$ cat src/source/host_pkg.sv
package host_pkg;

  // one word of the host packet stream
  typedef logic [63:0] word_t;

  // header fields, packed as {paysize, seqno, cmd} from bit 63 down
  typedef logic [15:0] cmd_t;
  typedef logic [15:0] seqno_t;
  typedef logic [31:0] paysize_t;

  // command codes kept by the bridge
  localparam cmd_t CMD_READ_CR  = 16'd2;
  localparam cmd_t CMD_WRITE_CR = 16'd3;
  localparam cmd_t CMD_START    = 16'd4;
  localparam cmd_t CMD_STOP     = 16'd5;

  // control register commands carry one 8-byte value
  localparam paysize_t CR_PAYSIZE = 32'd8;

  // header, address and optional write data
  localparam int MAX_REQ_WORDS = 3;

  // requests allowed between the receiver and the response path
  localparam int NUM_CREDITS = 1;

endpackage

$ cat src/source/htif_pkg.sv
package htif_pkg;

  // one symbol on the target link
  typedef logic [3:0] nibble_t;

  // control register value as seen by the target
  typedef logic [31:0] cr_data_t;

  // counts nibbles of one request or reply, up to 18
  typedef logic [4:0] nib_count_t;

  // nibbles per field, sent least significant first
  localparam int CMD_NIBBLES  = 2;
  localparam int ADDR_NIBBLES = 8;
  localparam int DATA_NIBBLES = 8;

endpackage

$ cat src/source/eth_rx.sv
`timescale 1ns/100ps

module eth_rx
  import host_pkg::*;
  import htif_pkg::*;
(
  input  logic     clk_offchip,
  input  logic     rst,
  input  logic     eth_in_val,
  input  word_t    eth_in_bits,
  output logic     eth_in_rdy,
  input  logic     credit_return,
  output logic     req_valid,
  output cmd_t     req_cmd,
  output seqno_t   req_seqno,
  output cr_data_t req_addr,
  output cr_data_t req_data,
  output logic     error_eth
);

  localparam int WCNT_W = $clog2(MAX_REQ_WORDS);
  localparam int CRED_W = $clog2(NUM_CREDITS + 1);

  typedef enum logic [1:0] {RX_WORDS, RX_HOLD, RX_ERROR} rx_state_t;

  rx_state_t         state;
  rx_state_t         next_state;
  logic [WCNT_W-1:0] wcnt;
  logic [CRED_W-1:0] credits;
  logic              need_data;
  logic              accept;
  logic              hdr_ok;
  logic              last_word;
  logic              spend;
  cmd_t              hdr_cmd;
  paysize_t          hdr_paysize;

  assign accept      = eth_in_val && eth_in_rdy;
  assign hdr_cmd     = eth_in_bits[15:0];
  assign hdr_paysize = eth_in_bits[63:32];

  // payload size must match the command
  always_comb
  begin
    case (hdr_cmd)
      CMD_READ_CR, CMD_WRITE_CR: hdr_ok = (hdr_paysize == CR_PAYSIZE);
      CMD_START, CMD_STOP:       hdr_ok = (hdr_paysize == '0);
      default:                   hdr_ok = 1'b0;
    endcase
  end

  // the address word ends the request unless a write data word follows
  assign last_word = (wcnt == WCNT_W'(MAX_REQ_WORDS - 1)) ||
                     (wcnt == WCNT_W'(1) && !need_data);

  // a complete request is released only against a held credit
  assign spend = ((state == RX_WORDS && accept && last_word) || state == RX_HOLD) &&
                 (credits != '0);

  always_comb
  begin
    next_state = state;
    case (state)
      RX_WORDS:
      begin
        if (accept && wcnt == '0 && !hdr_ok)
          next_state = RX_ERROR;
        else if (accept && last_word && credits == '0)
          next_state = RX_HOLD;
      end
      RX_HOLD:
      begin
        if (credits != '0)
          next_state = RX_WORDS;
      end
      default: next_state = RX_ERROR;
    endcase
  end

  always_ff @(posedge clk_offchip)
  begin
    if (rst)
    begin
      state      <= RX_WORDS;
      wcnt       <= '0;
      credits    <= CRED_W'(NUM_CREDITS);
      eth_in_rdy <= 1'b0;
      req_valid  <= 1'b0;
    end
    else
    begin
      state      <= next_state;
      eth_in_rdy <= (next_state == RX_WORDS);
      req_valid  <= spend;
      credits    <= credits + CRED_W'(credit_return) - CRED_W'(spend);
      if (accept)
        wcnt <= last_word ? '0 : wcnt + 1'b1;
    end
  end

  // request fields, picked by word position
  always_ff @(posedge clk_offchip)
  begin
    if (accept)
    begin
      if (wcnt == '0)
      begin
        req_cmd   <= hdr_cmd;
        req_seqno <= eth_in_bits[31:16];
        need_data <= (hdr_cmd == CMD_WRITE_CR);
        req_data  <= '0;
      end
      else if (wcnt == WCNT_W'(1))
        req_addr <= eth_in_bits[31:0];
      else
        req_data <= eth_in_bits[31:0];
    end
  end

  assign error_eth = (state == RX_ERROR);

endmodule

$ cat src/source/eth_tx.sv
`timescale 1ns/100ps

module eth_tx
  import host_pkg::*;
  import htif_pkg::*;
(
  input  logic       clk_offchip,
  input  logic       rst,
  input  logic       resp_valid,
  input  seqno_t     resp_seqno,
  input  logic [7:0] resp_code,
  input  logic       resp_has_data,
  input  cr_data_t   resp_data,
  output logic       eth_out_val,
  output word_t      eth_out_bits,
  input  logic       eth_out_rdy,
  output logic       credit_return
);

  typedef enum logic [1:0] {TX_IDLE, TX_HDR, TX_DATA} tx_state_t;

  tx_state_t state;
  word_t     hdr_word;
  word_t     data_word;
  paysize_t  paysize;
  logic      has_data;
  logic      fire;

  assign paysize = resp_has_data ? CR_PAYSIZE : '0;
  assign fire    = eth_out_val && eth_out_rdy;

  // response code sits in the low byte of the command field
  always_ff @(posedge clk_offchip)
  begin
    if (resp_valid)
    begin
      hdr_word  <= {paysize, resp_seqno, 8'h00, resp_code};
      data_word <= word_t'(resp_data);
      has_data  <= resp_has_data;
    end
  end

  always_ff @(posedge clk_offchip)
  begin
    if (rst)
    begin
      state         <= TX_IDLE;
      credit_return <= 1'b0;
    end
    else
    begin
      credit_return <= 1'b0;
      case (state)
        TX_IDLE:
        begin
          if (resp_valid)
            state <= TX_HDR;
        end
        TX_HDR:
        begin
          if (fire && has_data)
            state <= TX_DATA;
          else if (fire)
          begin
            state         <= TX_IDLE;
            credit_return <= 1'b1;
          end
        end
        TX_DATA:
        begin
          // last word gone, receiver may release the next request
          if (fire)
          begin
            state         <= TX_IDLE;
            credit_return <= 1'b1;
          end
        end
        default: state <= TX_IDLE;
      endcase
    end
  end

  assign eth_out_val  = (state != TX_IDLE);
  assign eth_out_bits = (state == TX_DATA) ? data_word : hdr_word;

endmodule

$ cat src/source/htif_bridge.sv
`timescale 1ns/100ps

module htif_bridge
  import host_pkg::*;
  import htif_pkg::*;
(
  input  logic    clk_offchip,
  input  logic    rst,
  input  logic    eth_in_val,
  input  word_t   eth_in_bits,
  output logic    eth_in_rdy,
  output logic    eth_out_val,
  output word_t   eth_out_bits,
  input  logic    eth_out_rdy,
  output logic    htif_in_val,
  output nibble_t htif_in_bits,
  input  logic    htif_in_rdy,
  output logic    htif_out_rdy,
  input  logic    htif_out_val,
  input  nibble_t htif_out_bits,
  output logic    error_eth,
  output logic    error_htif
);

  // request from the receiver to the link
  logic     req_valid;
  cmd_t     req_cmd;
  seqno_t   req_seqno;
  cr_data_t req_addr;
  cr_data_t req_data;

  // reply from the link to the transmitter
  logic       resp_valid;
  seqno_t     resp_seqno;
  logic [7:0] resp_code;
  logic       resp_has_data;
  cr_data_t   resp_data;

  logic credit_return;

  eth_rx i_eth_rx (
    .clk_offchip   (clk_offchip),
    .rst           (rst),
    .eth_in_val    (eth_in_val),
    .eth_in_bits   (eth_in_bits),
    .eth_in_rdy    (eth_in_rdy),
    .credit_return (credit_return),
    .req_valid     (req_valid),
    .req_cmd       (req_cmd),
    .req_seqno     (req_seqno),
    .req_addr      (req_addr),
    .req_data      (req_data),
    .error_eth     (error_eth)
  );

  htif_link i_htif_link (
    .clk_offchip   (clk_offchip),
    .rst           (rst),
    .req_valid     (req_valid),
    .req_cmd       (req_cmd),
    .req_seqno     (req_seqno),
    .req_addr      (req_addr),
    .req_data      (req_data),
    .htif_in_val   (htif_in_val),
    .htif_in_bits  (htif_in_bits),
    .htif_in_rdy   (htif_in_rdy),
    .htif_out_rdy  (htif_out_rdy),
    .htif_out_val  (htif_out_val),
    .htif_out_bits (htif_out_bits),
    .resp_valid    (resp_valid),
    .resp_seqno    (resp_seqno),
    .resp_code     (resp_code),
    .resp_has_data (resp_has_data),
    .resp_data     (resp_data),
    .error_htif    (error_htif)
  );

  eth_tx i_eth_tx (
    .clk_offchip   (clk_offchip),
    .rst           (rst),
    .resp_valid    (resp_valid),
    .resp_seqno    (resp_seqno),
    .resp_code     (resp_code),
    .resp_has_data (resp_has_data),
    .resp_data     (resp_data),
    .eth_out_val   (eth_out_val),
    .eth_out_bits  (eth_out_bits),
    .eth_out_rdy   (eth_out_rdy),
    .credit_return (credit_return)
  );

endmodule

$ cat src/source/htif_link.sv
`timescale 1ns/100ps

module htif_link
  import host_pkg::*;
  import htif_pkg::*;
(
  input  logic       clk_offchip,
  input  logic       rst,
  input  logic       req_valid,
  input  cmd_t       req_cmd,
  input  seqno_t     req_seqno,
  input  cr_data_t   req_addr,
  input  cr_data_t   req_data,
  output logic       htif_in_val,
  output nibble_t    htif_in_bits,
  input  logic       htif_in_rdy,
  output logic       htif_out_rdy,
  input  logic       htif_out_val,
  input  nibble_t    htif_out_bits,
  output logic       resp_valid,
  output seqno_t     resp_seqno,
  output logic [7:0] resp_code,
  output logic       resp_has_data,
  output cr_data_t   resp_data,
  output logic       error_htif
);

  localparam int NIB_W   = $bits(nibble_t);
  localparam int CODE_W  = NIB_W * CMD_NIBBLES;
  localparam int TX_BITS = NIB_W * (CMD_NIBBLES + ADDR_NIBBLES + DATA_NIBBLES);
  localparam int RX_BITS = NIB_W * (CMD_NIBBLES + DATA_NIBBLES);

  typedef enum logic [1:0] {LK_IDLE, LK_SEND, LK_RECV, LK_ERROR} link_state_t;

  link_state_t        state;
  nib_count_t         nib_cnt;
  nib_count_t         send_cnt;
  nib_count_t         recv_cnt;
  logic [TX_BITS-1:0] tx_shift;
  logic [RX_BITS-1:0] reply;
  logic               send_fire;
  logic               recv_fire;
  logic               send_last;
  logic               recv_last;
  logic               load;

  assign load      = (state == LK_IDLE) && req_valid;
  assign send_fire = htif_in_val && htif_in_rdy;
  assign recv_fire = htif_out_val && htif_out_rdy;
  assign send_last = (nib_cnt == send_cnt - 1'b1);
  assign recv_last = (nib_cnt == recv_cnt - 1'b1);

  always_ff @(posedge clk_offchip)
  begin
    if (rst)
    begin
      state      <= LK_IDLE;
      nib_cnt    <= '0;
      resp_valid <= 1'b0;
    end
    else
    begin
      resp_valid <= 1'b0;
      case (state)
        LK_IDLE:
        begin
          nib_cnt <= '0;
          if (req_valid)
            state <= LK_SEND;
        end
        LK_SEND:
        begin
          // target must stay quiet until the request is out
          if (htif_out_val)
            state <= LK_ERROR;
          else if (send_fire && send_last)
          begin
            state   <= LK_RECV;
            nib_cnt <= '0;
          end
          else if (send_fire)
            nib_cnt <= nib_cnt + 1'b1;
        end
        LK_RECV:
        begin
          if (recv_fire && recv_last)
          begin
            state      <= LK_IDLE;
            resp_valid <= 1'b1;
          end
          else if (recv_fire)
            nib_cnt <= nib_cnt + 1'b1;
        end
        default: state <= LK_ERROR;
      endcase
    end
  end

  // command byte, address, then write data, low nibble first
  always_ff @(posedge clk_offchip)
  begin
    if (load)
    begin
      tx_shift      <= {req_data, req_addr, req_cmd[CODE_W-1:0]};
      reply         <= '0;
      resp_seqno    <= req_seqno;
      resp_has_data <= (req_cmd == CMD_READ_CR);
      send_cnt      <= (req_cmd == CMD_WRITE_CR) ?
                       nib_count_t'(CMD_NIBBLES + ADDR_NIBBLES + DATA_NIBBLES) :
                       nib_count_t'(CMD_NIBBLES + ADDR_NIBBLES);
      recv_cnt      <= (req_cmd == CMD_READ_CR) ?
                       nib_count_t'(CMD_NIBBLES + DATA_NIBBLES) :
                       nib_count_t'(CMD_NIBBLES);
    end
    else
    begin
      if (send_fire)
        tx_shift <= tx_shift >> NIB_W;
      // reply nibbles land at their own position
      if (recv_fire)
        reply[nib_cnt * NIB_W +: NIB_W] <= htif_out_bits;
    end
  end

  assign htif_in_val  = (state == LK_SEND);
  assign htif_in_bits = tx_shift[NIB_W-1:0];
  assign htif_out_rdy = (state == LK_RECV);
  assign resp_code    = reply[CODE_W-1:0];
  assign resp_data    = reply[RX_BITS-1:CODE_W];
  assign error_htif   = (state == LK_ERROR);

endmodule

$ cat config.mk
export PLATFORM = sky130hd
export DESIGN_NAME = htif_bridge
export DESIGN_NICKNAME = d
export VERILOG_FILES = /design/src/source/host_pkg.sv /design/src/source/htif_pkg.sv /design/src/source/eth_rx.sv /design/src/source/eth_tx.sv /design/src/source/htif_bridge.sv /design/src/source/htif_link.sv
export SDC_FILE = /design/constraint.sdc
export NUM_CORES = 1
export LEC_CHECK = 0
export ABC_AREA = 1
export ABC_CLOCK_PERIOD_IN_PS = 4180
export BUFFER_PORTS_ARGS = -buffer_cell sky130_fd_sc_hd__buf_2
export CORE_MARGIN = 2
export CORE_UTILIZATION = 52
export DETAILED_ROUTE_END_ITERATION = 6
export HOLD_SLACK_MARGIN = 0.08
export PLACE_DENSITY = 0.72
export SETUP_SLACK_MARGIN = 0.2
export SLEW_MARGIN = 20
export SYNTH_ARGS = -nofsm -noshare
export SYNTH_HDL_FRONTEND = slang
export SYNTH_SLANG_ARGS = --single-unit
export TNS_END_PERCENT = 5
$ cat constraint.sdc
create_clock -name clk_offchip -period 4.18 [get_ports clk_offchip]
set_input_delay 0.418 -clock clk_offchip [delete_from_list [all_inputs] [get_ports clk_offchip]]
set_output_delay 0.418 -clock clk_offchip [all_outputs]
set_load 0.05 [all_outputs]
Word level (Yosys, flattened, before mapping)
Index checks and enable logic that the tools add are counted.

operators by class
  reduce and logical (&&, ||, !) cells = 37
  add/subtract/negate cells = 7
  multiplexer cells = 33
  bitwise gates (word level) = 3
  shifts and indexed selects = 2
  equal/unequal tests = 27

operators with widths
  kind                                                   number
  2-to-1 mux 72 bit                                      2
  == test 16 x 2 -> 1 bit, second input constant         4
  2-to-1 mux 64 bit                                      1
  bitwise mux 40 bit                                     1
  variable shift 4 x 34 -> 40 bit, first input constant  1
  variable part select 4 x 34 -> 40 bit                  1
  negation 7 -> 34 bit                                   1
  == test 16 x 3 -> 1 bit, second input constant         2
  == test 32 x 4 -> 1 bit, second input constant         1
  zero test 32 bit                                       1
  2-to-1 mux 32 bit                                      1
  2-to-1 mux 5 bit                                       6
  2-to-1 mux 2 bit                                       11
  logical AND 1 bit                                      16
  one-hot mux 5 bit (3 select lines)                     1
  != test 2 bit, second input constant                   6
  one-hot mux 2 bit (3 select lines)                     2
  == test 2 bit, second input constant                   5
  == test 5 bit                                          2
  zero test 2 bit                                        5
  subtractor 5 x 1 -> 5 bit, second input constant       2
  == test 2 x 1 -> 1 bit, second input constant          4
  2-to-1 mux 4 bit                                       2
  != test 3 bit, second input constant                   2
  other kinds (17)                                       29

storage, ports and cells
  bits in registers = 343
  input bits = 74
  word-level logic and storage cells = 133

Depth between registers and ports, before layout
Gate-level depths: netlist of run 1.

  depth after elaboration = 9
  mapped depth = 15
  mapped depth without buffers = 15

By module
From an unflattened synthesis of run 1, not the netlist that was laid out.

second synthesis, totals
  cells, all modules = 1,237
  area total of the unflattened synthesis = 12,694.7 µm²

modules (own cells, without submodules)
  module     cells an instance  area an instance (µm²)  seq. area each (µm²)  instances
  htif_link  753                6,376.1                 3,693.5               1
  eth_rx     268                3,756.1                 3,052.9               1
  eth_tx     216                2,562.5                 1,771.7               1

Least setup slack after synthesis of run 1
No wires, ideal clock.

  path kind = register to register
  start point = register i_htif_link.state[0]
  end point = register i_htif_link.tx_shift[0], enable pin
  required time = 3.435 ns
  library setup time = 0.745 ns
  slack = 0.972 ns
  arrival = 2.464 ns
  stages on the path, launching flop included = 7
  cells stage by stage = dfxtp_1 -> inv_1 -> ha_1 -> nand2_1 -> buf_2 -> buf_1 -> nand2_1

on the way
  word-level cells in the longest chain between the ends = 3

ends and longest elaborated chain
  item                                                       RTL line                           text
  start, declared                                            htif_link.sv:35                    link_state_t state;
  start signal, assigned                                     htif_link.sv:57                    state <= LK_IDLE;
  start signal, assigned                                     htif_link.sv:69                    state <= LK_SEND;
  start signal, assigned                                     htif_link.sv:75                    state <= LK_ERROR;
  == test 2 x 1 -> 1 bit or zero test 2 bit (tied branches)  htif_link.sv:125, htif_link.sv:47
  logical AND 1 bit, on equally long branches                htif_link.sv:48, htif_link.sv:47
  nonzero test 2 bit (no line) (*)                           n/a
  end signal, assigned                                       htif_link.sv:104                   tx_shift <= {req_data, req_addr, req_cmd[CODE_W-1:0]};
  end signal, assigned                                       htif_link.sv:118                   tx_shift <= tx_shift >> NIB_W;
  end, declared                                              htif_link.sv:39                    logic [TX_BITS-1:0] tx_shift;

Mark *: on every way between the ends. The rest lies on a longest branch, timed or not.
A chain may end at the register's enable or synchronous reset.

Final worst setup path of run 1
  start point = register i_htif_link.nib_cnt[0]
  end point = register i_htif_link.reply[34]

on the way
  word-level cells in the longest chain between the ends = 3

ends and longest elaborated chain
  item                                                                                      RTL line          text
  start, declared                                                                           htif_link.sv:36   nib_count_t nib_cnt;
  start signal, assigned                                                                    htif_link.sv:82   nib_cnt <= nib_cnt + 1'b1;
  start signal, assigned                                                                    htif_link.sv:92   nib_cnt <= nib_cnt + 1'b1;
  negation 7 -> 34 bit (*)                                                                  htif_link.sv:121  reply[nib_cnt * NIB_W +: NIB_W] <= htif_out_bits;
  variable part select 4 x 34 -> 40 bit or variable shift 4 x 34 -> 40 bit (tied branches)  htif_link.sv:121
  bitwise mux 40 bit (*)                                                                    htif_link.sv:121
  end signal, assigned by index                                                             htif_link.sv:121
  end, declared                                                                             htif_link.sv:40   logic [RX_BITS-1:0] reply;

Marks and branches as above.

==> run summary, run 1 <==
Initial antenna violation count - 0
Reg clk slew, reported paths - 60 ps
Worst-margin pin slew - 982 ps
Final Net Count - 1,446
Aggregate global routing overflow - 0
Async SR Flop Fraction - 0%
Placement Rows - 56
Reg-to-reg critical path startpoint - i_htif_link.nib_cnt[0]
Fin area - 0.0144 mm2
Outcome - finished, final reports clean
Gr busiest metal - met2
Met1 Track Usage GR - 24.4%
Maximum clock path buffer count - 3
1st-iter DRT viols - 436
Pwr per Cell Area - 504 mW/mm2
Worst Setup SP - i_htif_link.nib_cnt[0]
Startpoint Class - flop
Core ar. - 0.0236 mm2
CTS root buf - clkbuf_16
Unique cell type count in the Yosys netlist - 35
Yosys warning total - 0
Layout area overhead - 14.2%
Initial Util - 53.3%
# DRC - 0
Skew final - 9.97 ps
Met3 Resource Use GR - 2.86%
CP Max Fanout - 14
Final setup vio count - 0
I/O pins - 148
Most used cell, CP - nor2_1
CP Data Required Time - 4660 ps
Core Util, Final - 60.9%
Max_cap viols - 0
Worst reg-to-reg path cell count - 13
CTS tree - done
Critical path type - reg -> reg
Vias in the first global route - 7,704
Seq/Total Area, Yosys - 67.6%
Post-synth EDFFs - 245
H-tree Lvls - 1
Register-to-register setup slack - 1220 ps
Syn Area/Cell - 10.2 um2
Die Y - 160 um
F_max - 0.337 GHz
Max incr delay on CP - 620 ps
Hold path start - eth_in_bits[9]
Clock insertion delay at the later pin of the skew report - 550 ps
CTS sink cnt - 303
Antenna cells - 0
Die ar. - 0.0255 mm2
RR Endpoint - i_htif_link.reply[34]
Die Width - 160 um
Mapped cell area - 0.0126 mm2
Antenna-violating nets left - 0
HP Class - in -> reg
HPWL after detailed placement - 15.6 mm
Global-route wire length before repair - 38.7 mm
Port bufs - 116
Max-slew violation count - 0
Hold EP - i_eth_rx.req_cmd[9]
Hold Vio Cnt, Final - 0
Post-synth top area share - 58.4%
Hold Path Cell Cnt - 1
WL/cell - 14.1 um
Vias per cell - 4.82
Syn Inst Count - 1,230
Synth area leader - edfxtp_1
Max stage delay cell, worst path - dfxtp_1
CTS Buf Count - 30
First-pass DRT Iterations - 5
Worst EP arrival - 3450 ps
RSZ-0062 raised after global routing - no
Worst-path cell chain - inv_2 > ha_1 > nand2_2 > nor2_1 > ha_1 > inv_1 > nor2_1 > nand2_1 > nor2_2 > nand3_1 > inv_1 > nor2_1 > nor2_1
Synth Register Bits - 303
Crit end category - flop
Top cells by area, synth - edfxtp_1 (58%), nand2_1 (12%), dfxtp_1 (9.2%), nor2_1 (5.0%), inv_1 (3.8%)
Setup TNS Final - 0 ps
Post-DP Area - 0.0133 mm2
Slew headroom - 34.6%
Final Wtd Congestion - 0.908
GRT Overall Usage - 18.8%
Largest net degree at the start of global routing - 92
Final cycle utilization of the critical path - 70.9%
Peak supply drop - 0.317 mV
Most used DFF post-synth - edfxtp_1
Met2 GRT Util - 32.4%
Final WL - 23.9 mm
Leakage - 6.31 nW
Tmin final - 2960 ps
Layout cells sized above 1 - 14.4%
Routed via count - 8,185
==> state kept, by name, indices dropped and copies added, names as in the netlist, 5 cells and up <==
register	flops
i_htif_link.tx_shift	72
i_htif_link.nib_cnt	5
i_htif_link.reply	40
i_htif_link.resp_seqno	16
i_eth_rx.req_addr	32
i_eth_tx.data_word	32
i_eth_rx.req_data	32
i_eth_rx.req_cmd	16
i_eth_rx.req_seqno	16
i_eth_tx.hdr_word	24
==> stage by stage <==
step	setup WS, ps	std cells	hold slack, ps	power [mW]
finish	1220	1698	102	7.26
global route	862	1698	83.0	7.56
CTS	1220	1698	80.7	7.31
detailed placement	1250	1632	405	4.76
global placement	1350	1632	401	4.74
floorplan	972	1260	400	4.52
==> metal layers <==
layer,vias to the layer above,wire [um],share of wire [%]
met4,0,708,3.0
met5,-,0,0
met1,3787,10300,43
li1,4131,-,-
met3,52,1140,4.8
met2,215,11800,49
==> Yosys cell counts (3+ instances only) <==
library cell,n
nand3b_1,3
ha_1,16
inv_1,126
nor2_2,7
nand2_1,412
nand2_2,3
nor3_1,11
inv_2,4
a21oi_1,12
nand3_1,46
buf_2,5
buf_4,36
o211a_1,3
edfxtp_1,245
buf_1,8
dfxtp_1,58
clkbuf_1,20
nor2_4,3
o21ai_0,23
nor2_1,168
==> power by group <==
group / internal (mW) / total (mW) / switching, mW
sequential: 3.51 / 3.60 / 0.0835
clock: 1.46 / 2.54 / 1.08
combinational: 0.295 / 1.12 / 0.826
==> worst max-delay path, delay by kind of cell, from the launching register on <==
family        cells  cell delay (ps)
fa+ha+maj         2              580
simple gates      8             1270
flops             1              620
buf+inv           3              420
==> area by class of cell <==
type                            instances  area, um2
Fill cell                            1954       9220
Sequential cell                       303       8520
Multi-Input combinational cell        754       3280
Clock buffer                           39        795
Timing Repair Buffer                  136        758
Inverter                              131        492
Tap cell                              319        399
Clock inverter                         16        145
==> logic make-up after synthesis <==
logic type | after synthesis | synth area share (%)
buffers and inverters | 203 | 7.37
adders and majority gates | 16 | 1.59
xor gates and xnor gates | 1 | 0.0695
DFF | 303 | 67.6
and+or+nand+nor | 667 | 21.6
other | 1 | 0.0298
AOI/OAI and AO/OA | 39 | 1.69
==> worst max path at each step <==
stage / endpoint / slack, ps / cells past startpoint
3_3_place_gp: i_htif_link.reply[39] / 1350 / 11
4_1_cts: i_htif_link.reply[37] / 1220 / 11
5_1_grt: i_htif_link.reply[33] / 860 / 12
2_1_floorplan: i_htif_link.tx_shift[0] / 970 / 6
3_5_place_dp: i_htif_link.reply[37] / 1250 / 11
6_report: i_htif_link.reply[34] / 1220 / 13
==> timing repair <==
action,CTS,global route
hold endpoints to repair,19,0
resized for setup,0,0
setup buffers,0,0
hold buffers,11,0
==> cells in the final DEF (no fill, tap or decap), types with 2 or more instances in the layout <==
master,netlist,final
a21oi_1,12,12
nand3_4,2,2
bufinv_16,0,2
ha_1,16,16
edfxtp_1,245,245
nand4_1,2,2
nand3_2,2,2
nor2_1,168,166
clkinv_1,1,7
nor2_2,7,9
nor4_1,2,2
nand2_1,412,410
nor3_1,11,10
clkbuf_16,0,30
buf_2,5,116
buf_4,36,9
dlygate4sd3_1,0,11
o211a_1,3,3
inv_2,4,4
nand2_4,2,3
nor3_2,1,2
dfxtp_1,58,57
nor2_4,3,3
clkinvlp_4,0,3
inv_1,126,126
conb_1,1,31
nand3b_1,3,3
clkbuf_1,20,8
clkinv_2,0,3
o21ai_0,23,23
nand3_1,46,46
nand2_2,3,4
No activity file was read; power rests on OpenSTA's default activity.
==> inputs of run 2 (changes only) <==
--- a/config.mk
+++ b/config.mk
@@ -6,13 +6,13 @@
 export NUM_CORES = 1
 export LEC_CHECK = 0
 export ABC_AREA = 1
-export ABC_CLOCK_PERIOD_IN_PS = 4180
+export ABC_CLOCK_PERIOD_IN_PS = 2400
 export BUFFER_PORTS_ARGS = -buffer_cell sky130_fd_sc_hd__buf_2
 export CORE_MARGIN = 2
 export CORE_UTILIZATION = 52
 export DETAILED_ROUTE_END_ITERATION = 6
 export HOLD_SLACK_MARGIN = 0.08
-export PLACE_DENSITY = 0.72
+export PLACE_DENSITY = 0.75
 export SETUP_SLACK_MARGIN = 0.2
 export SLEW_MARGIN = 20
 export SYNTH_ARGS = -nofsm -noshare
==> constraint.sdc (replaced) <==
create_clock -name clk_offchip -period 2.4 [get_ports clk_offchip]
set_input_delay 0.24 -clock clk_offchip [delete_from_list [all_inputs] [get_ports clk_offchip]]
set_output_delay 0.24 -clock clk_offchip [all_outputs]
set_load 0.05 [all_outputs]
==> run summary, run 2 (synthesized netlist as in run 1, its figures left out) <==
Outcome - finished, final reports clean
CTS Buf Count - 30 (unchanged)
Final WL - 25.0 mm (+4.5%)
Die ar. - 0.0255 mm2 (unchanged)
Global-route wire length before repair - 40.4 mm (+4.5%)
Reg power frac - 46.7% (-2.8 points)
Most frequent cells in the layout - nand2_1 (410), edfxtp_1 (245), nor2_1 (163), inv_1 (123), buf_2 (104)
CTS tree - done
Final setup vio count - 0 (unchanged)
CTS sink cnt - 303 (unchanged)
Top delay family on crit path - buffers and inverters
WL/cell - 14.4 um (+2.0%)
Clock Power Share - 37.1% (+2.1 points)
Post-DP Area - 0.0135 mm2 (+1.4%)
HPWL after detailed placement - 16.2 mm (+3.6%)
Worst-path cell chain - inv_1 > ha_2 > buf_4 > nand2_1 > nand2_1 > buf_2
Final cycle utilization of the critical path - 88.9%
Die Y - 160 um (unchanged)
Worst EP arrival - 1890 ps (-1560 ps)
CP Max Fanout - 13 (-1)
First-pass DRT Iterations - 5 (unchanged)
Maximum clock path buffer count - 3 (unchanged)
Leakage - 6.60 nW (+4.5%)
Combinational group share of total power - 16.2% (+0.8 points)
Final Wtd Congestion - 0.867 (-4.5%)
Regs by FF count - i_htif_link.tx_shift (72), i_htif_link.reply (40)
HP Class - in -> reg
Port bufs - 116 (unchanged)
Core Util, Final - 63.7% (+2.8 points)
RSZ-0062 raised after global routing - yes
Max incr delay on CP - 340 ps (-280 ps)
Most used cell, CP - nand2_1
Peak supply drop - 0.698 mV (+120%)
Fin area - 0.0150 mm2 (+4.5%)
# DRC - 0 (unchanged)
Crit end category - primary output
1st-iter DRT viols - 575 (+32%)
Layout area overhead - 19.4%
GRT Overall Usage - 19.6% (+0.75 points)
Max FFs per register - 72 (unchanged)
WP buf/inv - 3 (unchanged)
Sw frac - 27.1% (-0.35 points)
Placement Rows - 56 (unchanged)
Pwr per Cell Area - 889 mW/mm2 (+76%)
Max_cap viols - 0 (unchanged)
Core ar. - 0.0236 mm2 (unchanged)
Reg clk slew, reported paths - 60 ps (about the same)
Startpoint Class - flop
Max-slew violation count - 0 (unchanged)
Routed via count - 8,447 (+3.2%)
Aggregate global routing overflow - 0 (unchanged)
Initial Util - 53.3% (unchanged)
Cell Int Power - 9.75 mW (+85%)
Tmin final - 2130 ps
Hold slack - 110 ps (+8.79 ps)
Critical path type - reg -> out
Layout cells sized above 1 - 16.5% (+2.1 points)
CTS root buf - clkbuf_16
Antenna cells - 0 (unchanged)
F_max - 0.469 GHz
I/O pins - 148 (unchanged)
Max stage delay cell, worst path - dfxtp_2
Vias in the first global route - 8,170 (+6.0%)
Largest net degree at the start of global routing - 102 (+11%)
Vias per cell - 4.86 (+0.77%)
Antenna-violating nets left - 0 (unchanged)
Hold Vio Cnt, Final - 0 (unchanged)
Final Net Count - 1,487 (+2.8%)
Die Width - 160 um (unchanged)
Initial antenna violation count - 0 (unchanged)
Most flops, register - i_htif_link.tx_shift
Clock insertion delay at the later pin of the skew report - 560 ps (about the same)
Skew final - 10.8 ps (+0.814 ps)
Commonest non-fill, non-tap cell in the layout - nand2_1
H-tree Lvls - 1 (unchanged)
Sw power - 3.62 mW (+82%)
CP Data Required Time - 2160 ps (-2500 ps)
[run 2: changes by cell type in the layout (fill, tap and decap cells not counted), moves of 3 or more]
cell,delta
inv_1,-3
nor2_1,-3
buf_4,+21
nor2_4,+3
buf_12,+5
clkbuf_1,-5
inv_2,+3
bufinv_16,+3
dlygate4sd3_1,+23
buf_6,+3
buf_2,-12
[run 2: metrics by stage]
step / worst slack (ps) / setup TNS [ps] / total power, mW / instances
after floorplan: -226 / -14480 / 7.86 / 1260
after global placement: 187 / 0 / 8.37 / 1649
after detailed placement: 86.2 / 0 / 8.42 / 1649
after CTS: 174 / 0 / 13.4 / 1738
after global routing: 149 / 0 / 13.9 / 1739
final: 267 / 0 / 13.4 / 1739
[run 2: layout make-up]
type | instances | area [um2]
well taps | 319 | 399
clock inverters | 18 | 230
inverters | 131 | 492
multi-input cells | 754 | 3330
repair buffers | 177 | 1230
fillers | 1828 | 8570
clock buffers | 37 | 840
flip-flops and latches | 303 | 8520
[run 2: worst paths after layout]
kind,cells past startpoint,slack (ps),to,start
setup / recovery,6,270,eth_out_bits[25],i_eth_tx.state[0]
hold / removal,5,110,i_htif_link.reply[0],htif_out_bits[0]
setup reg to reg,11,340,i_htif_link.reply[0],i_htif_link.nib_cnt[1]
hold reg to reg,0,410,i_eth_tx.hdr_word[16],i_htif_link.resp_seqno[0]
[run 2: repair_timing]
item | 4_1_cts | 5_1_grt
endpoints found under the hold margin | 104 | 0
hold buffers | 34 | 0
cloned | 0 | 0
setup buffers | 0 | 1
resized for setup | 15 | 17
pin swaps | 1 | 3
setup endpoints to repair | 57 | 67
[run 2: metal layers]
metal | share of wire [%] | wire length [um] | track usage, %
met1 | 42 | 10400 | 25.0
met2 | 49 | 12300 | 34.3
met3 | 6.3 | 1560 | 2.88
met4 | 2.6 | 646 | 6.69
met5 | 0 | 0 | 0
[run 2: power groups by stage]
stage	combinational [mW]	clock [mW]	sequential, mW
floorplan	1.53	0	6.33
global placement	2.04	0	6.33
detailed placement	2.08	0	6.34
CTS	2.13	5.01	6.24
global route	2.40	5.23	6.27
finish	2.17	4.96	6.24
[run 2: worst min-delay path, stage by stage]
cell	delay, ps
buf_2	130
nand2_1	90
o21ai_0	70
nand2_1	60
nor2_1	40
